--- config.mk ---
export PLATFORM = sky130hd
export DESIGN_NAME = axi_rd_engine
export DESIGN_NICKNAME = d
export VERILOG_FILES = /design/src/verilog/axi_ram_pkg.sv /design/src/verilog/axi_rd_engine.sv
export VERILOG_INCLUDE_DIRS = /design/src /design/src/verilog
export SDC_FILE = /design/constraint.sdc
export NUM_CORES = 1
export LEC_CHECK = 0
export ABC_AREA = 1
export CORE_UTILIZATION = 65
export CTS_CLUSTER_DIAMETER = 30
export CTS_CLUSTER_SIZE = 12
export DETAILED_ROUTE_END_ITERATION = 10
export DONT_BUFFER_PORTS = 1
export GPL_TIMING_DRIVEN = 0
export PLACE_DENSITY_LB_ADDON = 0.12
export SLEW_MARGIN = 10
export SYNTH_ARGS = -nofsm -noshare
export SYNTH_HDL_FRONTEND = slang
export SYNTH_SLANG_ARGS = --single-unit
export TNS_END_PERCENT = 10
--- constraint.sdc ---
create_clock -name clk -period 5.94 [get_ports clk]
set_input_delay 1.485 -clock clk [delete_from_list [all_inputs] [get_ports clk]]
set_output_delay 1.485 -clock clk [all_outputs]
set_load 0.01 [all_outputs]
--- src/verilog/axi_ram_macros.svh ---
// width and depth macros for the AXI RAM; include before using the package types or testbench
`ifndef AXI_RAM_MACROS_SVH
`define AXI_RAM_MACROS_SVH

// byte address width
`define AXI_RAM_ADDR_W 32

// data bus width, one RAM word per beat
`define AXI_RAM_DATA_W 64

// transaction id width
`define AXI_RAM_ID_W 4

// 1024 words, 8 KiB
`define AXI_RAM_DEPTH_LOG2 10

`endif

--- src/verilog/axi_ram_pkg.sv ---
// shared types, response codes, FSM states and address helpers for the AXI RAM
package axi_ram_pkg;
    `include "axi_ram_macros.svh"

    localparam int OFFS_W = $clog2(`AXI_RAM_DATA_W / 8);
    localparam int DEPTH_LOG2 = `AXI_RAM_DEPTH_LOG2;

    typedef logic [`AXI_RAM_ADDR_W-1:0]   addr_t;
    typedef logic [`AXI_RAM_DATA_W-1:0]   data_t;
    typedef logic [`AXI_RAM_DATA_W/8-1:0] strb_t;
    typedef logic [`AXI_RAM_ID_W-1:0]     id_t;
    typedef logic [7:0]                   len_t;
    typedef logic [2:0]                   size_t;
    typedef logic [1:0]                   burst_t;
    typedef logic [1:0]                   resp_t;
    typedef logic [DEPTH_LOG2-1:0]        word_addr_t;

    localparam resp_t RESP_OKAY = 2'b00;
    localparam resp_t RESP_DECERR = 2'b11;
    localparam burst_t BURST_FIXED = 2'b00;

    typedef enum logic [1:0] {RD_IDLE, RD_FETCH, RD_DATA} rd_state_e;
    typedef enum logic [1:0] {WR_IDLE, WR_DATA, WR_RESP} wr_state_e;

    // wrap bursts fall through to incr
    function automatic addr_t step_addr(addr_t addr, size_t size, burst_t burst);
        if (burst == BURST_FIXED) begin
            return addr;
        end
        return addr + (addr_t'(1) << size);
    endfunction

    function automatic logic addr_in_range(addr_t addr);
        return (addr >> (OFFS_W + DEPTH_LOG2)) == '0;
    endfunction

    function automatic word_addr_t word_index(addr_t addr);
        return addr[OFFS_W +: DEPTH_LOG2];
    endfunction
endpackage

--- src/verilog/axi_rd_engine.sv ---
// AXI4 read channel engine; takes one AR burst at a time and streams R beats from the RAM
module axi_rd_engine (
    input  logic                    clk,
    input  logic                    rst,

    // ar
    input  logic                    i_arvalid,
    output logic                    o_arready,
    input  axi_ram_pkg::addr_t      i_araddr,
    input  axi_ram_pkg::id_t        i_arid,
    input  axi_ram_pkg::len_t       i_arlen,
    input  axi_ram_pkg::size_t      i_arsize,
    input  axi_ram_pkg::burst_t     i_arburst,

    // r
    input  logic                    i_rready,
    output logic                    o_rvalid,
    output logic                    o_rlast,
    output axi_ram_pkg::resp_t      o_rresp,
    output axi_ram_pkg::data_t      o_rdata,
    output axi_ram_pkg::id_t        o_rid,

    // ram read port
    output logic                    o_mem_rd_en,
    output axi_ram_pkg::word_addr_t o_mem_rd_addr,
    input  axi_ram_pkg::data_t      i_mem_rd_data
);
    import axi_ram_pkg::*;

    rd_state_e state;

    // captured request
    addr_t  cur_addr;
    id_t    cur_id;
    len_t   cur_len;
    size_t  cur_size;
    burst_t cur_burst;

    len_t   beat_cnt;
    // ram read already in flight for this beat
    logic   issued;

    logic   ar_hs;
    logic   r_hs;
    logic   beat_ok;
    addr_t  next_addr;

    assign ar_hs = i_arvalid && o_arready;
    assign r_hs = o_rvalid && i_rready;
    assign next_addr = step_addr(cur_addr, cur_size, cur_burst);
    assign beat_ok = addr_in_range(cur_addr);

    always_ff @(posedge clk) begin
        if (rst) begin
            state <= RD_IDLE;
            beat_cnt <= '0;
            issued <= 1'b0;
        end else begin
            case (state)
                RD_IDLE: begin
                    if (ar_hs) begin
                        state <= RD_FETCH;
                        beat_cnt <= '0;
                        issued <= 1'b0;
                    end
                end
                RD_FETCH: begin
                    // first beat issues here, later beats at the R handshake
                    if (issued) begin
                        state <= RD_DATA;
                    end else begin
                        issued <= 1'b1;
                    end
                end
                RD_DATA: begin
                    if (r_hs) begin
                        if (o_rlast) begin
                            state <= RD_IDLE;
                        end else begin
                            state <= RD_FETCH;
                            beat_cnt <= beat_cnt + 8'd1;
                            issued <= 1'b1;
                        end
                    end
                end
                default: begin
                    state <= RD_IDLE;
                end
            endcase
        end
    end

    always_ff @(posedge clk) begin
        if (ar_hs) begin
            cur_addr <= i_araddr;
            cur_id <= i_arid;
            cur_len <= i_arlen;
            cur_size <= i_arsize;
            cur_burst <= i_arburst;
        end else if (r_hs) begin
            cur_addr <= next_addr;
        end
    end

    // next beat is fetched on the edge its predecessor transfers
    assign o_mem_rd_en = (state == RD_FETCH && !issued) || (r_hs && !o_rlast);
    assign o_mem_rd_addr = (state == RD_DATA) ? word_index(next_addr) : word_index(cur_addr);

    assign o_arready = (state == RD_IDLE);
    assign o_rvalid = (state == RD_DATA);
    assign o_rlast = (beat_cnt == cur_len);
    assign o_rresp = beat_ok ? RESP_OKAY : RESP_DECERR;
    // out-of-range beats read as zero
    assign o_rdata = beat_ok ? i_mem_rd_data : '0;
    assign o_rid = cur_id;
endmodule

==> out/results.tsv <==
stage	metric	value	unit
pwr	p_per_area	407	mW/mm^2
place	port_buffers	0	
clocking	clock_latency	0.35	ns
drt	drc_errors	0	
synth	synth_edf_count	49	
setup_path	crit_chain	inv_1 -> nor3_1 -> inv_1 -> fa_1 -> o21bai_1 -> nand2_1 -> nand2_1 -> nand2_1 -> nand2_1 -> nand2_1 -> nand2_1 -> o21ai_0	
clocking	clk_pin_slew	0.08	ns
die	initial_core_util	0.673	
layout	n_antenna_cell	0	
die	coreArea	0.00777	sq mm
hold_path	hp-class	register to register	
drt	route.detailed.wl_per_inst	14.6	um
synth	synth-seq-area-share	0.324	
grt	grt_pass1_wl	20500	um
pwr	ir_worst_vdd	0.309	mV
timing	setup_viol	0	
setup_path	crit_path_frequent_cell	nand2_1	
synth	synth_ff_type	edfxtp_1	
grt	grt_usage	0.309	
place	gp_congestion	0.926	
timing	rsz0062_at_grt	false	
clocking	post_cts_buffers	0	
setup_path	crit_required	4.45	ns
die	rows	32	
hold_path	hold_start	beat_cnt[7]$_SDFFE_PP0P_	
timing	drv_slew	0	
timing	fin_crit	4.27	ns
synth	ys_warn_count	0	
synth	synthArstFlopShare	0	
timing	worst_pin_slew	0.695	ns
timing	fin_worst_skew	0.0106	ns
timing	fin_crit_sh	0.719	
grt	grt_pass1_vias	4416	
timing	slew_headroom	0.537	
outcome	status	finished clean	
setup_path	end_kind	output pin	
layout	multi_input_area	0.00282	sq mm
die	die_h	91.6	um
setup_path	critPathMaxFanout	5	
layout	register_area	0.00169	sq mm
clocking	postCtsResizedCells	0	
layout	area_growth	7.09	%
synth	syn_inst	752	
die	dieArea	0.00840	sq mm
grt	grt_start_max_net_pins	27	
synth	mappedNetlistArea	0.00522	sq mm
setup_path	critical_path.max_stage_delay	0.46	ns
setup_path	startpoint	cur_size[0]$_DFFE_PP_	
die	io_pins	201	
drt	detail_route.vias_per_cell	5.39	
layout	nNetsFinal	897	
clocking	cts_inserted_buffers	9	
clocking	htreeDepth	3	
setup_path	critPathArrivalTime	2.79	ns
drt	drt_iter0_markers	311	
layout	layout-drive-gt1-share	0.153	
synth	synth_cell_types	42	
synth	synth_seq_cells	60	
clocking	hold_buffers	0	
drt	vias	4695	
timing	hold_violations	0	
clocking	cts_tree	yes	
layout	n_fill_cell	651	
die	die_w	91.6	um
flow_run	drv_cap	0	
synth	synthesis.nets	885	
clocking	cts-root-buf	clkbuf_8	
timing	fin_setup_tns	0	ns
drt	final_antenna_net_count	0	
grt	antenna_found_initial	0	
clocking	clock_sinks	60	
pwr	power	2.28	mW
drt	dr.pass1.iters	4	
place	dp_hpwl	9960	um
pwr	p_leak	2.71	nW
timing	clock.fmax	234	MHz
drt	routed_wl	12700	um
grt	gr-total-overflow	0	
setup_path	r2r-start	cur_size[0]$_DFFE_PP_	
setup_path	crit_type	register to output pin	
setup_path	critPathLaunchType	register	
setup_path	slowest_stage	fa_1	
synth	synth_area_per_cell	6.95	sq um
clocking	clockBufferDepth	2	
[kinds of logic after synthesis]
family	count (synthesis)	synth area share
buffers and inverters	170	0.138
AND/OR/NAND/NOR	451	0.438
XOR/XNOR	6	0.0101
adder cells (fa/ha/maj)	16	0.0398
flip-flops	60	0.324
AO/OA/AOI/OAI	49	0.0508
[per-layer routing]
metal | up-vias | routed length, um | GRT usage | share of wire
met5 | - | 0 | 0 | 0
met4 | 0 | 236 | 0.104 | 0.019
met3 | 19 | 996 | 0.0647 | 0.078
met2 | 208 | 6480 | 0.562 | 0.51
met1 | 2122 | 5020 | 0.358 | 0.39
li1 | 2346 | - | - | -
[sequential cells by signal, indices dropped and copies added, names as in the netlist]
| name | count |
|---|---|
| cur_addr | 32 |
| o_rid | 4 |
| cur_burst | 2 |
| state | 2 |
| cur_size | 3 |
| issued | 1 |
| cur_len | 8 |
| beat_cnt | 8 |
[metrics by stage]
| step | std cells | setup slack, ns | cell area [sq um] | hold slack, ns | util |
|---|---|---|---|---|---|
| 6_report | 871 | 1.67 | 5590 | 0.497 | 0.720 |
| 5_1_grt | 871 | 1.40 | 5590 | 0.551 | 0.720 |
| 4_1_cts | 871 | 1.68 | 5590 | 0.499 | 0.720 |
| 3_5_place_dp | 855 | 2.08 | 5370 | 0.489 | 0.692 |
| 3_3_place_gp | 854 | 1.42 | 5350 | 0.480 | 0.689 |
| 2_1_floorplan | 752 | 2.34 | 5220 | 0.468 | - |
[critical path: cells and delay by family, from the launching register on]
kind,cells,cell delay [ns]
and+or+nand+nor,7,0.78
AOI/OAI and AO/OA,2,0.55
adders and majority gates,1,0.46
DFF,1,0.43
buffers and inverters,2,0.23
[final cells by class]
class	instances	area share
sequential	60	0.302
tap	102	0.0228
clock inverter	7	0.0177
timing repair buffer	1	0.00268
inverter	151	0.101
multi-input combinational	522	0.503
clock buffer	9	0.0221
buffer	19	0.0275
[final timing paths]
kind / to / slack [ns] / cells after the start
max: o_mem_rd_addr[5] / 1.67 / 12
min: beat_cnt[7]$_SDFFE_PP0P_ / 0.50 / 2
max reg2reg: cur_addr[12]$_DFFE_PP_ / 3.37 / 12
min reg2reg: beat_cnt[7]$_SDFFE_PP0P_ / 0.50 / 2
[power breakdown]
part	switching [mW]	internal, mW	total (mW)
Combinational	0.707	0.311	1.02
Sequential	0.156	0.680	0.835
Clock	0.187	0.238	0.425
[cell usage in the layout, fill, tap and decap left out, types with 2 or more instances in the layout]
| master | count |
|---|---|
| nor4_1 | 2 |
| xor2_1 | 2 |
| xnor2_1 | 4 |
| bufinv_16 | 2 |
| inv_1 | 140 |
| nor2_1 | 47 |
| buf_6 | 2 |
| nor2_4 | 42 |
| buf_4 | 5 |
| buf_2 | 2 |
| nor3_1 | 15 |
| nor2_2 | 14 |
| nand3_1 | 43 |
| dfxtp_1 | 11 |
| o21ai_1 | 8 |
| o21bai_1 | 3 |
| buf_8 | 5 |
| nand4_1 | 14 |
| ha_1 | 15 |
| a21oi_1 | 17 |
| nand2_1 | 245 |
| clkinv_4 | 2 |
| nand3b_1 | 5 |
| a21boi_0 | 2 |
| nand2_4 | 2 |
| nor3_2 | 3 |
| edfxtp_1 | 49 |
| inv_2 | 11 |
| clkbuf_8 | 9 |
| nand2_2 | 8 |
| o21ai_0 | 14 |
| o22ai_1 | 3 |
| clkbuf_1 | 4 |
| or2_1 | 3 |
[cell usage after synthesis, drive strengths merged (3+ instances only)]
cell | count | area (sq um)
nand2 | 255 | 992
nand4 | 14 | 87.6
nor4 | 3 | 25.0
xnor2 | 4 | 35.0
ha | 15 | 188
dfxtp | 11 | 220
nor2 | 103 | 737
nand3 | 45 | 243
o21ai | 23 | 115
buf | 14 | 134
a21oi | 17 | 85.1
or2 | 4 | 25.0
o21bai | 3 | 22.5
edfxtp | 49 | 1470
inv | 151 | 567
nand3b | 5 | 37.5
o22ai | 3 | 18.8
nor3 | 18 | 105
clkbuf | 5 | 18.8
No activity file was read; power rests on OpenSTA's default activity.
