<file path="config.mk">
export PLATFORM = sky130hd
export DESIGN_NAME = axi_wr_engine_flat
export DESIGN_NICKNAME = d
export VERILOG_FILES = /design/src/verilog/axi_ram_pkg.sv /design/src/verilog/mem_wr_if.sv /design/src/verilog/axi_wr_engine.sv /design/src/flat_wrapper.sv
export VERILOG_INCLUDE_DIRS = /design/src /design/src/verilog
export SDC_FILE = /design/constraint.sdc
export NUM_CORES = 1
export LEC_CHECK = 0
export BUFFER_PORTS_ARGS = -buffer_cell sky130_fd_sc_hd__buf_2
export CAP_MARGIN = 15
export CORE_MARGIN = 2
export CORE_UTILIZATION = 46
export DETAILED_ROUTE_END_ITERATION = 7
export PLACE_DENSITY = 0.9
export SYNTH_ARGS = -nofsm -noshare
export SYNTH_HDL_FRONTEND = slang
export SYNTH_SLANG_ARGS = --single-unit
</file>
<file path="constraint.sdc">
create_clock -name clk -period 3.7 [get_ports clk]
set_clock_uncertainty 0.2 [all_clocks]
set_input_delay 0.185 -clock clk [delete_from_list [all_inputs] [get_ports clk]]
set_output_delay 0.185 -clock clk [all_outputs]
set_load 0.005 [all_outputs]
</file>
<file path="src/verilog/axi_ram_macros.svh">
// width and depth macros for the AXI RAM; include before using the package types or testbench
`ifndef AXI_RAM_MACROS_SVH
`define AXI_RAM_MACROS_SVH

// byte address width
`define AXI_RAM_ADDR_W 32

// data bus width, one RAM word per beat
`define AXI_RAM_DATA_W 64

// transaction id width
`define AXI_RAM_ID_W 4

// 1024 words, 8 KiB
`define AXI_RAM_DEPTH_LOG2 10

`endif

</file>
<file path="src/verilog/axi_ram_pkg.sv">
// shared types, response codes, FSM states and address helpers for the AXI RAM
package axi_ram_pkg;
    `include "axi_ram_macros.svh"

    localparam int OFFS_W = $clog2(`AXI_RAM_DATA_W / 8);
    localparam int DEPTH_LOG2 = `AXI_RAM_DEPTH_LOG2;

    typedef logic [`AXI_RAM_ADDR_W-1:0]   addr_t;
    typedef logic [`AXI_RAM_DATA_W-1:0]   data_t;
    typedef logic [`AXI_RAM_DATA_W/8-1:0] strb_t;
    typedef logic [`AXI_RAM_ID_W-1:0]     id_t;
    typedef logic [7:0]                   len_t;
    typedef logic [2:0]                   size_t;
    typedef logic [1:0]                   burst_t;
    typedef logic [1:0]                   resp_t;
    typedef logic [DEPTH_LOG2-1:0]        word_addr_t;

    localparam resp_t RESP_OKAY = 2'b00;
    localparam resp_t RESP_DECERR = 2'b11;
    localparam burst_t BURST_FIXED = 2'b00;

    typedef enum logic [1:0] {RD_IDLE, RD_FETCH, RD_DATA} rd_state_e;
    typedef enum logic [1:0] {WR_IDLE, WR_DATA, WR_RESP} wr_state_e;

    // wrap bursts fall through to incr
    function automatic addr_t step_addr(addr_t addr, size_t size, burst_t burst);
        if (burst == BURST_FIXED) begin
            return addr;
        end
        return addr + (addr_t'(1) << size);
    endfunction

    function automatic logic addr_in_range(addr_t addr);
        return (addr >> (OFFS_W + DEPTH_LOG2)) == '0;
    endfunction

    function automatic word_addr_t word_index(addr_t addr);
        return addr[OFFS_W +: DEPTH_LOG2];
    endfunction
endpackage

</file>
<file path="src/verilog/mem_wr_if.sv">
// RAM write port bundle; the write engine drives it and the RAM bank samples it
interface mem_wr_if;
    import axi_ram_pkg::*;

    // write strobe for this cycle
    logic       en;
    word_addr_t addr;
    data_t      data;
    // one enable per byte lane
    strb_t      strb;

    modport engine (
        output en,
        output addr,
        output data,
        output strb
    );

    modport mem (
        input en,
        input addr,
        input data,
        input strb
    );
endinterface

</file>
<file path="src/verilog/axi_wr_engine.sv">
// AXI4 write channel engine; takes one AW burst at a time, writes W beats and returns B
module axi_wr_engine (
    input  logic                clk,
    input  logic                rst,

    // aw
    input  logic                i_awvalid,
    output logic                o_awready,
    input  axi_ram_pkg::addr_t  i_awaddr,
    input  axi_ram_pkg::id_t    i_awid,
    input  axi_ram_pkg::len_t   i_awlen,
    input  axi_ram_pkg::size_t  i_awsize,
    input  axi_ram_pkg::burst_t i_awburst,

    // w
    input  logic                i_wvalid,
    output logic                o_wready,
    input  axi_ram_pkg::data_t  i_wdata,
    input  axi_ram_pkg::strb_t  i_wstrb,
    // burst end comes from the beat counter, wlast is not checked
    input  logic                i_wlast,

    // b
    input  logic                i_bready,
    output logic                o_bvalid,
    output axi_ram_pkg::resp_t  o_bresp,
    output axi_ram_pkg::id_t    o_bid,

    mem_wr_if.engine            wr
);
    import axi_ram_pkg::*;

    wr_state_e state;

    addr_t  cur_addr;
    id_t    cur_id;
    len_t   cur_len;
    size_t  cur_size;
    burst_t cur_burst;

    len_t   beat_cnt;
    // some beat of this burst fell outside the RAM
    logic   range_err;

    logic   aw_hs;
    logic   w_hs;
    logic   b_hs;
    logic   beat_ok;

    assign aw_hs = i_awvalid && o_awready;
    assign w_hs = i_wvalid && o_wready;
    assign b_hs = o_bvalid && i_bready;
    assign beat_ok = addr_in_range(cur_addr);

    always_ff @(posedge clk) begin
        if (rst) begin
            state <= WR_IDLE;
            beat_cnt <= '0;
            range_err <= 1'b0;
        end else begin
            case (state)
                WR_IDLE: begin
                    if (aw_hs) begin
                        state <= WR_DATA;
                        beat_cnt <= '0;
                        range_err <= 1'b0;
                    end
                end
                WR_DATA: begin
                    if (w_hs) begin
                        range_err <= range_err || !beat_ok;
                        if (beat_cnt == cur_len) begin
                            state <= WR_RESP;
                        end else begin
                            beat_cnt <= beat_cnt + 8'd1;
                        end
                    end
                end
                WR_RESP: begin
                    if (b_hs) begin
                        state <= WR_IDLE;
                    end
                end
                default: begin
                    state <= WR_IDLE;
                end
            endcase
        end
    end

    always_ff @(posedge clk) begin
        if (aw_hs) begin
            cur_addr <= i_awaddr;
            cur_id <= i_awid;
            cur_len <= i_awlen;
            cur_size <= i_awsize;
            cur_burst <= i_awburst;
        end else if (w_hs) begin
            cur_addr <= step_addr(cur_addr, cur_size, cur_burst);
        end
    end

    // out-of-range beats are dropped
    assign wr.en = w_hs && beat_ok;
    assign wr.addr = word_index(cur_addr);
    assign wr.data = i_wdata;
    assign wr.strb = i_wstrb;

    assign o_awready = (state == WR_IDLE);
    assign o_wready = (state == WR_DATA);
    assign o_bvalid = (state == WR_RESP);
    assign o_bresp = range_err ? RESP_DECERR : RESP_OKAY;
    assign o_bid = cur_id;
endmodule

</file>
<file path="src/flat_wrapper.sv">
// flat-port wrapper written by rule: the top's interface ports become plain ports
module axi_wr_engine_flat import axi_ram_pkg::*;
  (clk, rst, i_awvalid, o_awready, i_awaddr, i_awid, i_awlen, i_awsize, i_awburst, i_wvalid, o_wready, i_wdata, i_wstrb, i_wlast, i_bready, o_bvalid, o_bresp, o_bid, wr_en, wr_addr, wr_data, wr_strb);
  mem_wr_if wr_i ();
  input  logic clk;
  input  logic rst;
  input  logic i_awvalid;
  output logic o_awready;
  input  axi_ram_pkg::addr_t i_awaddr;
  input  axi_ram_pkg::id_t i_awid;
  input  axi_ram_pkg::len_t i_awlen;
  input  axi_ram_pkg::size_t i_awsize;
  input  axi_ram_pkg::burst_t i_awburst;
  input  logic i_wvalid;
  output logic o_wready;
  input  axi_ram_pkg::data_t i_wdata;
  input  axi_ram_pkg::strb_t i_wstrb;
  input  logic i_wlast;
  input  logic i_bready;
  output logic o_bvalid;
  output axi_ram_pkg::resp_t o_bresp;
  output axi_ram_pkg::id_t o_bid;
  output wire logic [$bits(wr_i.en)-1:0] wr_en;
  output wire logic [$bits(wr_i.addr)-1:0] wr_addr;
  output wire logic [$bits(wr_i.data)-1:0] wr_data;
  output wire logic [$bits(wr_i.strb)-1:0] wr_strb;
  assign wr_en = wr_i.en;
  assign wr_addr = wr_i.addr;
  assign wr_data = wr_i.data;
  assign wr_strb = wr_i.strb;
  axi_wr_engine u_core (.clk(clk), .rst(rst), .i_awvalid(i_awvalid), .o_awready(o_awready), .i_awaddr(i_awaddr), .i_awid(i_awid), .i_awlen(i_awlen), .i_awsize(i_awsize), .i_awburst(i_awburst), .i_wvalid(i_wvalid), .o_wready(o_wready), .i_wdata(i_wdata), .i_wstrb(i_wstrb), .i_wlast(i_wlast), .i_bready(i_bready), .o_bvalid(o_bvalid), .o_bresp(o_bresp), .o_bid(o_bid), .wr(wr_i));
endmodule
</file>
==> results of run 1 <==
## power by group through the flow
stage | logic [mW] | registers [mW] | clock network [mW]
2_1_floorplan | 0.269 | 0.855 | 0
3_3_place_gp | 0.270 | 0.865 | 0
3_5_place_dp | 0.279 | 0.869 | 0
4_1_cts | 0.322 | 0.855 | 0.676
5_1_grt | 0.356 | 0.863 | 0.711
6_report | 0.321 | 0.855 | 0.663
## cells by family (layout without fill, tap and decap cells)
group                    count (synthesis)  after routing  synth area share
AO/OA/AOI/OAI                           64             64            0.0963
XOR/XNOR                                39             39            0.0840
adder cells (fa/ha/maj)                 10             10            0.0326
buffers and inverters                  105            155             0.175
flip-flops                              60             60             0.416
multiplexers                             3              3           0.00769
AND/OR/NAND/NOR                        146            146             0.189
## placed cells by master, fill, tap and decap left out, types with 9 or more instances in the layout
cell,netlist,layout
xor2_1,13,13
xnor2_1,26,26
o21ai_1,19,19
nand4_1,11,11
dlygate4sd3_1,0,52
ha_1,9,9
nand2_1,45,45
nor2_1,29,29
buf_2,1,73
dfxtp_1,11,11
clkbuf_8,0,9
a21oi_1,18,18
edfxtp_1,49,49
nand3_1,14,14
## how the worst min path moves through the flow
stage	startpoint	endpoint	slack, ns
3_5_place_dp	i_awlen[5]	u_core.cur_len[5]	0.16
6_report	i_awaddr[12]	u_core.cur_addr[12]	0.02
2_1_floorplan	rst	u_core.beat_cnt[1]	0.05
4_1_cts	i_awaddr[12]	u_core.cur_addr[12]	0.02
5_1_grt	i_awaddr[12]	u_core.cur_addr[12]	0.007
3_3_place_gp	i_awburst[1]	u_core.cur_burst[1]	0.16
## worst max-delay path, cell delays in order (launching register included)
cell,delay [ns]
edfxtp_1,0.50
nor3_1,0.11
ha_1,0.24
fa_1,0.44
a211oi_1,0.32
nor2_1,0.14
a221oi_2,0.28
buf_4,0.25
nor4_1,0.10
xnor2_1,0.18
o21ai_1,0.07
## sequential cells by signal, summed over array words and instances (netlist names)
name,count
u_core.cur_burst,2
u_core.cur_addr,32
u_core.cur_size,3
u_core.range_err,1
u_core.state,2
u_core.cur_len,8
u_core.o_bid,4
u_core.beat_cnt,8
## cell type report
| type | count | area, um2 | share of cell area |
|---|---|---|---|
| Sequential cell | 60 | 1690 | 0.362 |
| Multi-Input combinational cell | 262 | 1660 | 0.356 |
| Timing Repair Buffer | 130 | 923 | 0.197 |
| Clock buffer | 12 | 199 | 0.0425 |
| Tap cell | 108 | 135 | 0.0289 |
| Inverter | 9 | 33.8 | 0.00722 |
| Clock inverter | 4 | 31.3 | 0.00669 |
## routing by layer
| metal | vias to the layer above | global-route usage | part of all wire |
|---|---|---|---|
| li1 | 1506 | - | - |
| met1 | 1460 | 0.208 | 0.42 |
| met2 | 86 | 0.310 | 0.49 |
| met3 | 51 | 0.0372 | 0.053 |
| met4 | 0 | 0.0983 | 0.038 |
| met5 | - | 0 | 0 |
## repair_timing
| action | CTS | global route |
|---|---|---|
| endpoints found under the hold margin | 53 | 0 |
| hold buffers | 52 | 0 |
| setup buffers | 0 | 0 |
==> parameters.txt, run 1 <==
Parameter                              Value

Place
  Number of port buffers ... 73
  Instance count after placement with tap cells included ... a little over 500
  Setup Slack @ Placement ... 0.655 ns
  Gp weighted congestion ... 0.847
  Placed cell area ... slightly below 0.004 mm2
  Post-DP HPWL ... just under 6000 um

Detailed routing
  Total vias in the final route ... a little over 3,000
  Number of DRC violations after detailed routing ... 0
  1st-pass router iterations ... 4
  Detailed-route vias per instance ... around 5.3
  Count of routing violations after the opening detailed-route iteration ... 164
  Routed wire length per instance ... ~15 um
  Final ANT Viol Nets ... 0
  Post-Route WL ... a little under 9000 um

Power
  Clock network fraction of total power ... 0.360
  Flop pwr share ... 0.465
  Net switching power of the design ... roughly 0.5 mW
  Switch share ... 0.277
  Power per standard cell area ... 393 mW/mm2
  Int Pwr ... 1.33 mW
  Lkg Pwr ... 1.84 nW
  Tot Pwr ... about 1.8 mW
  Maximum vdd drop ... between 0.0002 and 0.00025 V
  Combinational share of power ... 0.175

Clocking
  TritonCTS Buffers ... 9
  TritonCTS clock tree ... yes
  Worst-case clock buffer depth ... 2
  Clock sink count ... 60
  H-tree depth reported by CTS ... 3
  Later-pin clock latency in the skew report ... about 0.34 ns
  Clock transition at the registers of the reported paths ... around 0.080 ns
  Cts repair resizes ... 0
  Buffer cell driving the clock tree root ... clkbuf_8

Timing
  Peak Freq ... 323 MHz
  Summed negative setup slack over all endpoints ... 0 ns
  Unrepaired setup endpoints after global routing ... false
  Fin worst setup slack ... around 0.6 ns
  Hold violation total from the final report ... 0
  Worst-Margin Slew ... ~0.65 ns
  Worst hold margin ... 0.0169 ns
  Worst slew margin relative to its limit ... 0.565
  Final worst-path cycle share ... 0.838
  Final setup violation count ... 0
  Time the worst path needs with I/O delays and setup ... about 3.1 ns
  Final Slew Violations ... 0

Synthesis
  Area leader, netlist ... edfxtp_1
  Synth Warn # ... 0
  Post-synth net total ... about 560
  Average instance area after synthesis ... 9.52 um2
  Top FF cell, synth ... edfxtp_1
  Count of cell types in the netlist ... 50
  Most used standard cell by instance count after synthesis ... buf_4
  Count of flip-flops with a built-in enable after synthesis ... roughly 50
  Fraction of registers with async set or reset after synthesis ... 0
  Combined area of all synthesized cells ... around 0.0041 mm2
  Top cell types by occurrence after synthesis ... buf_4 (84), edfxtp_1 (49), nand2_1 (45)
  Fraction of synthesized cell area taken by the top area cell type ... 0.362
  Synth Instances ... 427
  Area contributors post-synth ... edfxtp_1 (36%), buf_4 (16%), xnor2_1 (5.6%)
  #FFs+latches synth ... 60
  Part of the Yosys area used for sequential elements ... 0.416

Cells and area
  Area Growth Syn to Fin ... 15.0%
  Final Util ... 0.542
  Ratio of cells with drive above 1 in the final layout ... 0.220
  Final non-filler cell area ... approximately 0.0047 mm2
  Count of antenna diodes in the layout ... 0
  Filler cells ... 746
  Final-stage net count ... 609
  Number of standard cells in the final layout excluding fillers ... approximately 600

Worst setup path
  Crit Reg-Reg Endpoint ... u_core.cur_addr[22]
  Signal arrival time at the worst endpoint ... just under 3 ns
  CP endpoint ... u_core.cur_addr[22]
  Maximum fanout encountered on the critical timing path ... 12
  Reg-to-reg setup timing slack ... between 0.5 and 0.6 ns
  Timing startpoint of the critical path ... u_core.cur_size[0]
  Nature of the critical path startpoint ... register
  Type of element capturing the critical path ... register
  Startpoint of the most critical register-to-register path ... u_core.cur_size[0]
  Start-to-end type of the worst setup path ... register to register
  Register-to-Register Path Depth ... 10
  Required time at the worst-slack endpoint ... ~3.6 ns

Floorplan
  Die footprint ... between 0.009 and 0.01 mm2
  Die extent in y ... 98.0 um
  Number of top-level design ports ... ~220
  Die X ... just under 100 um
  Placeable core area ... 0.00864 mm2
  Initial cell density of the core ... 0.471
  Row Count ... 34

Status
  Outcome ... finished clean

Flow run
  Count of maximum capacitance violations ... 0

Global route
  Vias in the first global route ... around 3,000
  Antenna violations before repair ... 0
  First-pass GRT wire length ... between 10,000 and 15,000 um
  Total track usage ... 0.180
  Gr ovfl total ... 0
  Maximum number of pins on one net before global-route repair ... 40

Worst hold path
  Worst hold path type ... primary input to register
  Worst hold path stage count ... 3
(Power assumes the default switching activity.)
==> run 2: changes to the inputs <==
- ABC_AREA: unset -> 1
- CORE_UTILIZATION: 46 -> 43
- PLACE_DENSITY: 0.9 -> 0.86
- clock period: 3.7 -> 2.7 ns (I/O delays scaled with it)
==> parameters.txt, run 2 <==
Parameter                              Value

Synthesis
  Top cell types by occurrence after synthesis ... nand2_1 (201), buf_4 (85), nand3_1 (63)
  Largest family of logic cells by synthesized area ... simple AND/OR/NAND/NOR gates
  Top FF cell, synth ... edfxtp_1
  Share of the synthesized area in compound gates (AO/OA/AOI/OAI) ... 0.0285 (-0.0678)
  Combined area of all synthesized cells ... 0.00452 mm2 (+11%)
  Post-Synth Adder-Cell Area ... 0.0293 (-0.00328)
  #FFs+latches synth ... 60 (unchanged)
  Area share of and/or/nand/nor cells after synthesis ... 0.353 (+0.165)
  Part of the Yosys area used for sequential elements ... 0.374 (-0.0418)
  Count of flip-flops with a built-in enable after synthesis ... 49 (unchanged)
  Fraction of registers with async set or reset after synthesis ... 0 (unchanged)
  Count of cell types in the netlist ... 32 (-36%)
  Share of cell area taken by muxes after synthesis ... 0 (-0.00769)
  Most used standard cell by instance count after synthesis ... nand2_1
  Average instance area after synthesis ... 7.36 um2 (-23%)
  Fraction of synthesized cell area taken by the top area cell type ... 0.325 (-0.0364)
  Area contributors post-synth ... edfxtp_1 (33%), nand2_1 (17%), buf_4 (14%)
  Area leader, netlist ... edfxtp_1
  Synth Area in XOR/XNOR ... 0.0155 (-0.0685)
  Synth Warn # ... 0 (unchanged)
  Post-synth net total ... 751 (+33%)
  Synth Instances ... 614 (+44%)

Cells and area
  Filler cells ... 1,012 (+36%)
  Area Growth Syn to Fin ... 13.6%
  Commonest non-fill, non-tap cell in the layout ... nand2_1
  Top reg by flops ... u_core.cur_addr
  Count of antenna diodes in the layout ... 0 (unchanged)
  Final non-filler cell area ... 0.00514 mm2 (+9.8%)
  Largest registers ... u_core.cur_addr x32, u_core.beat_cnt x8, u_core.cur_len x8
  Number of flip-flops under the largest register name ... 32 (unchanged)
  Ratio of cells with drive above 1 in the final layout ... 0.181 (-0.0387)
  Commonest cells after routing, fill and taps aside ... nand2_1 (200), buf_2 (73), nand3_1 (63)
  Final-stage net count ... 799 (+31%)

Place
  Post-DP HPWL ... 7260 um (+22%)
  Gp weighted congestion ... 0.920 (+8.6%)
  Placed cell area ... 0.00442 mm2 (+12%)
  Number of port buffers ... 73 (unchanged)

Worst setup path
  Most numerous cell on the critical path ... nand2_1
  Start-to-end type of the worst setup path ... register to register
  Required time at the worst-slack endpoint ... 2.60 ns (-0.97 ns)
  Signal arrival time at the worst endpoint ... 2.38 ns (-0.59 ns)
  Type of element capturing the critical path ... register
  Nature of the critical path startpoint ... register
  Maximum fanout encountered on the critical timing path ... 7 (-5)
  Worst-path cell with the longest stage delay ... edfxtp_1
  Crit-path max cell delay ... 0.47 ns (-0.03 ns)
  Worst path cell trace ... nor3_1, ha_1, fa_1, nand2_1, a21oi_2, nand3_1, nand2_4, nand2_1, nand2_1, nand2_1, nand2_1, nand2_1

Timing
  Final Slew Violations ... 0 (unchanged)
  Worst-Margin Slew ... 0.500 ns (-0.151 ns)
  Peak Freq ... 403 MHz (+25%)
  Hold violation total from the final report ... 0 (unchanged)
  Time the worst path needs with I/O delays and setup ... 2.48 ns (-0.617 ns)
  Worst slew margin relative to its limit ... 0.666 (+0.101)
  Final setup violation count ... 0 (unchanged)
  Final worst-path cycle share ... 0.920 (+0.0819)
  Summed negative setup slack over all endpoints ... 0 ns (unchanged)
  Unrepaired setup endpoints after global routing ... false

Clocking
  Worst-case clock buffer depth ... 2 (unchanged)
  H-tree depth reported by CTS ... 3 (unchanged)
  Setup repair bufs after CTS ... 0 (unchanged)
  TritonCTS clock tree ... yes
  Later-pin clock latency in the skew report ... 0.34 ns (about the same)
  TritonCTS Buffers ... 9 (unchanged)
  Buffer cell driving the clock tree root ... clkbuf_8
  Clock transition at the registers of the reported paths ... 0.07 ns (about the same)
  Clock sink count ... 60 (unchanged)

Global route
  Gr ovfl total ... 0 (unchanged)
  Antenna violations before repair ... 0 (unchanged)
  Maximum number of pins on one net before global-route repair ... 33 (-18%)
  Total track usage ... 0.185 (+0.00567)
  First-pass GRT wire length ... 16,700 um (+21%)
  Vias in the first global route ... 3,714 (+24%)

Power
  Power per standard cell area ... 519 mW/mm2 (+32%)
  Maximum vdd drop ... 0.000267 V (+12%)
  Lkg Pwr ... 2.37 nW (+29%)
  Tot Pwr ... 2.67 mW (+45%)

Floorplan
  Placeable core area ... 0.0103 mm2 (+19%)
  Initial cell density of the core ... 0.440 (-0.0310)
  Die extent in y ... 107 um (+8.7%)
  Die footprint ... 0.0113 mm2 (+18%)
  Number of top-level design ports ... 219 (unchanged)
  Die X ... 107 um (+8.7%)
  Row Count ... 37 (+8.8%)

Worst hold path
  Worst hold path type ... primary input to primary output

Detailed routing
  Final ANT Viol Nets ... 0 (unchanged)
  Post-Route WL ... 10,200 um (+15%)
  Routed wire length per instance ... 12.7 um (-16%)
  Detailed-route vias per instance ... 4.89 (-7.8%)
  Number of DRC violations after detailed routing ... 0 (unchanged)
  1st-pass router iterations ... 5 (+1)
  Count of routing violations after the opening detailed-route iteration ... 270 (+65%)
  Total vias in the final route ... 3,928 (+27%)

Flow run
  Count of maximum capacitance violations ... 0 (unchanged)

Status
  Outcome ... finished clean
## run 2: cell count changes after synthesis, moves of 10 or more
cell	before	now
o21ai_1	19	0
nand3_1	14	63
nand2_1	45	201
clkbuf_1	11	0
nor2_1	29	39
inv_1	9	59
xor2_1	13	3
xnor2_1	26	5
## run 2: through the flow
| stage | setup slack (ns) | cells | hold WS, ns | utilization |
|---|---|---|---|---|
| after detailed placement | 0.173 | 735 | 0.0700 | 0.430 |
| after floorplan | 0.515 | 614 | 0.0339 | - |
| after global routing | 0.00175 | 803 | 0.0700 | 0.500 |
| after global placement | 0.271 | 735 | 0.0700 | 0.430 |
| after CTS | 0.166 | 803 | 0.0575 | 0.499 |
| final | 0.216 | 803 | 0.0700 | 0.500 |
## run 2: path summary, 6_finish.rpt
path / slack [ns] / cells past startpoint / startpoint / to
worst max-delay path: 0.22 / 12 / u_core.cur_size[1] / u_core.cur_addr[28]
worst min-delay path: 0.07 / 0 / i_wdata[39] / wr_data[39]
worst max register to register: 0.22 / 12 / u_core.cur_size[1] / u_core.cur_addr[28]
worst min register to register: 0.29 / 2 / u_core.range_err / u_core.range_err
## run 2: per-layer routing
layer	wire length (um)	GRT usage	part of all wire
met4	193	0.0696	0.019
met2	4820	0.306	0.47
met1	4490	0.224	0.44
met5	0	0	0
met3	698	0.0613	0.068
## run 2: report_power, final
| part | internal (mW) | total (mW) | leakage, nW | switching, mW |
|---|---|---|---|---|
| Sequential | 1.15 | 1.24 | 0.562 | 0.0907 |
| Clock | 0.389 | 0.764 | 0.0987 | 0.375 |
| Combinational | 0.269 | 0.661 | 1.71 | 0.392 |
| Total | 1.81 | 2.67 | 2.37 | 0.857 |
## run 2: kinds of logic (layout without fill, tap and decap cells)
| family | after synthesis | after routing |
|---|---|---|
| adders and majority gates | 10 | 10 |
| DFF | 60 | 60 |
| xor gates and xnor gates | 8 | 8 |
| AOI/OAI and AO/OA | 23 | 23 |
| buffers and inverters | 153 | 206 |
| and+or+nand+nor | 360 | 360 |
## run 2: layout make-up
class / count / area (um2) / share of cell area
Clock buffer: 11 / 153 / 0.0297
Clock inverter: 5 / 33.8 / 0.00658
Inverter: 61 / 229 / 0.0446
Multi-Input combinational cell: 401 / 1940 / 0.378
Sequential cell: 60 / 1690 / 0.329
Tap cell: 136 / 170 / 0.0331
Timing Repair Buffer: 129 / 916 / 0.178
## run 2: worst max-delay path: cells and delay by family, from the launching register on
family          cells  cell delay [ns]
compound gates      1             0.20
fa+ha+maj           2             0.47
flops               1             0.47
simple gates        9             0.90
## run 2: repair_timing
item	4_1_cts	5_1_grt
endpoints found under the hold margin	59	0
resized for setup	0	4
hold buffers	52	0
endpoints found under the setup margin	0	2
==> run 3: changes to the inputs <==
--- a/config.mk
+++ b/config.mk
@@ -15,2 +15,3 @@
 export PLACE_DENSITY = 0.86
+export SETUP_SLACK_MARGIN = 0.2
 export SYNTH_ARGS = -nofsm -noshare
==> constraint.sdc (replaced) <==
create_clock -name clk -period 2.7 [get_ports clk]
set_clock_uncertainty 0.2 [all_clocks]
set_input_delay 0.27 -clock clk [delete_from_list [all_inputs] [get_ports clk]]
set_output_delay 0.27 -clock clk [all_outputs]
set_load 0.005 [all_outputs]
==> parameters.txt, run 3 (synthesis results as in run 2) <==
Parameter                              Value

Floorplan
  Initial cell density of the core ... 0.440 (unchanged)
  Number of top-level design ports ... 219 (unchanged)
  Placeable core area ... 0.0103 mm2 (unchanged)
  Die extent in y ... 107 um (unchanged)
  Die X ... 107 um (unchanged)
  Die footprint ... 0.0113 mm2 (unchanged)
  Row Count ... 37 (unchanged)

Cells and area
  Ratio of cells with drive above 1 in the final layout ... 0.252 (+0.0708)
  Sequential standard cell area ... 0.00169 mm2 (unchanged)
  Top reg by flops ... u_core.cur_addr
  Count of antenna diodes in the layout ... 0 (unchanged)
  Final-stage net count ... 802 (+0.38%)
  Area Growth Syn to Fin ... 17.4%
  Largest registers ... u_core.cur_addr x32, u_core.beat_cnt x8, u_core.cur_len x8
  Footprint of the multi-input gates ... 0.00211 mm2 (+8.8%)
  Number of flip-flops under the largest register name ... 32 (unchanged)
  Commonest non-fill, non-tap cell in the layout ... nand2_1
  Filler cells ... 965 (-4.6%)
  Commonest cells after routing, fill and taps aside ... nand2_1 (185), buf_2 (73), nand3_1 (62)
  Final Util ... 0.517 (+0.0167)

Clocking
  Clock transition at the registers of the reported paths ... 0.07 ns (about the same)
  Worst-case clock buffer depth ... 2 (unchanged)
  Later-pin clock latency in the skew report ... 0.35 ns (about the same)
  Clock sink count ... 60 (unchanged)
  TritonCTS Buffers ... 9 (unchanged)
  H-tree depth reported by CTS ... 3 (unchanged)
  Buffer cell driving the clock tree root ... clkbuf_8
  TritonCTS clock tree ... yes

Worst setup path
  Most numerous cell on the critical path ... nand2_1
  Maximum fanout encountered on the critical timing path ... 5 (-2)
  Nature of the critical path startpoint ... register
  Crit-path max cell delay ... 0.51 ns (+0.04 ns)
  Type of element capturing the critical path ... register
  Worst-path cell with the longest stage delay ... edfxtp_1
  Start-to-end type of the worst setup path ... register to register
  Worst path cell trace ... buf_6, nor3_2, ha_1, nand2_1, nand2_2, a21oi_2, nand2_2, nand2_2, nand2_4, nand2_1, nand2_1, nand3_1, nand2_1
  Signal arrival time at the worst endpoint ... 2.43 ns (+0.05 ns)
  Required time at the worst-slack endpoint ... 2.60 ns (about the same)

Power
  Maximum vdd drop ... 0.000246 V (-7.8%)
  Flop pwr share ... 0.449 (-0.017)
  Combinational share of power ... 0.267 (+0.019)
  Power per standard cell area ... 524 mW/mm2 (+0.94%)
  Clock network fraction of total power ... 0.284 (-0.002)
  Int Pwr ... 1.88 mW (+3.8%)
  Switch share ... 0.325 (+0.00329)
  Lkg Pwr ... 2.40 nW (+1.1%)
  Net switching power of the design ... 0.903 mW (+5.4%)

Timing
  Summed negative setup slack over all endpoints ... 0 ns (unchanged)
  Hold violation total from the final report ... 0 (unchanged)
  Worst slew margin relative to its limit ... 0.587 (-0.0792)
  Unrepaired setup endpoints after global routing ... true
  Peak Freq ... 395 MHz (-1.8%)
  Final setup violation count ... 0 (unchanged)
  Worst-Margin Slew ... 0.619 ns (+0.119 ns)
  Final worst-path cycle share ... 0.937 (+0.0172)
  Time the worst path needs with I/O delays and setup ... 2.53 ns (+0.0465 ns)
  Final Slew Violations ... 0 (unchanged)

Place
  Post-DP HPWL ... 7390 um (+1.8%)
  Gp weighted congestion ... 0.924 (+0.47%)
  Number of port buffers ... 73 (unchanged)

Global route
  First-pass GRT wire length ... 16,400 um (-1.9%)
  Antenna violations before repair ... 0 (unchanged)
  Maximum number of pins on one net before global-route repair ... 33 (unchanged)
  Total track usage ... 0.183 (-0.00245)
  Vias in the first global route ... 3,588 (-3.4%)
  Gr ovfl total ... 0 (unchanged)

Detailed routing
  Final ANT Viol Nets ... 0 (unchanged)
  Count of routing violations after the opening detailed-route iteration ... 286 (+5.9%)
  1st-pass router iterations ... 5 (unchanged)
  Post-Route WL ... 10,900 um (+6.7%)
  Routed wire length per instance ... 13.5 um (+6.3%)
  Detailed-route vias per instance ... 5.02 (+2.7%)
  Total vias in the final route ... 4,049 (+3.1%)
  Number of DRC violations after detailed routing ... 0 (unchanged)

Status
  Outcome ... finished clean

Worst hold path
  Worst hold path type ... primary input to register

Flow run
  Count of maximum capacitance violations ... 0 (unchanged)
## run 3: cell count changes in the layout (fill, tap and decap cells not counted), sizes merged
cell,previous run,this run
buf,77,89
dlygate4sd3,52,43
clkinv,4,2
clkinvlp,0,2
bufinv,0,1
inv,62,61
## run 3: per-stage QoR
| stage | setup slack [ns] | hold WS (ns) | power, mW | cells | area [um2] |
|---|---|---|---|---|---|
| 3_5_place_dp | 0.173 | 0.248 | 1.86 | 735 | 4420 |
| 5_1_grt | 0.0508 | 0.0192 | 2.94 | 806 | 5310 |
| 2_1_floorplan | 0.515 | 0.169 | 1.78 | 614 | 4520 |
| 4_1_cts | 0.204 | 0.00119 | 2.71 | 793 | 5020 |
| 6_report | 0.170 | 0.0307 | 2.78 | 806 | 5310 |
| 3_3_place_gp | 0.255 | 0.246 | 1.84 | 735 | 4420 |
## run 3: cell type report
class                           instances  share of cell area
Tap cell                              136              0.0321
Clock buffer                           11              0.0247
Sequential cell                        60               0.319
Clock inverter                          5             0.00990
Timing Repair Buffer                  132               0.173
Multi-Input combinational cell        401               0.398
Inverter                               61              0.0431
## run 3: final timing paths
| kind | start | to | slack (ns) | cells past startpoint |
|---|---|---|---|---|
| min | i_awaddr[26] | u_core.cur_addr[26] | 0.03 | 3 |
| max | u_core.cur_size[0] | u_core.cur_addr[19] | 0.17 | 13 |
| min reg2reg | u_core.range_err | u_core.range_err | 0.31 | 2 |
| max reg2reg | u_core.cur_size[0] | u_core.cur_addr[19] | 0.17 | 13 |
## run 3: timing repair
item | CTS | global route
pin swaps | 0 | 19
gates resized for setup | 1 | 51
hold buffers | 42 | 1
gates cloned | 0 | 0
endpoints found under the setup margin | 2 | 25
buffers inserted | 0 | 12
endpoints found under the hold margin | 45 | 1
## run 3: layer usage
layer / up-vias / routed length (um) / GRT usage
met1: 1869 / 4640 / 0.235
met4: 0 / 201 / 0.0724
li1: 2006 / - / -
met2: 159 / 5220 / 0.289
met3: 15 / 826 / 0.0540
met5: - / 0 / 0
## run 3: critical path: cells and delay by family, from the launching register on
kind	cells	cell delay (ns)
buf+inv	1	0.17
simple gates	10	0.90
flops	1	0.51
fa+ha+maj	1	0.32
compound gates	1	0.18
## run 3: power groups by stage
stage               sequential (mW)  clock, mW  combinational [mW]
global placement               1.26          0               0.581
CTS                            1.24      0.819               0.650
global route                   1.26      0.853               0.825
finish                         1.25      0.789               0.743
detailed placement             1.26          0               0.601
floorplan                      1.24          0               0.539
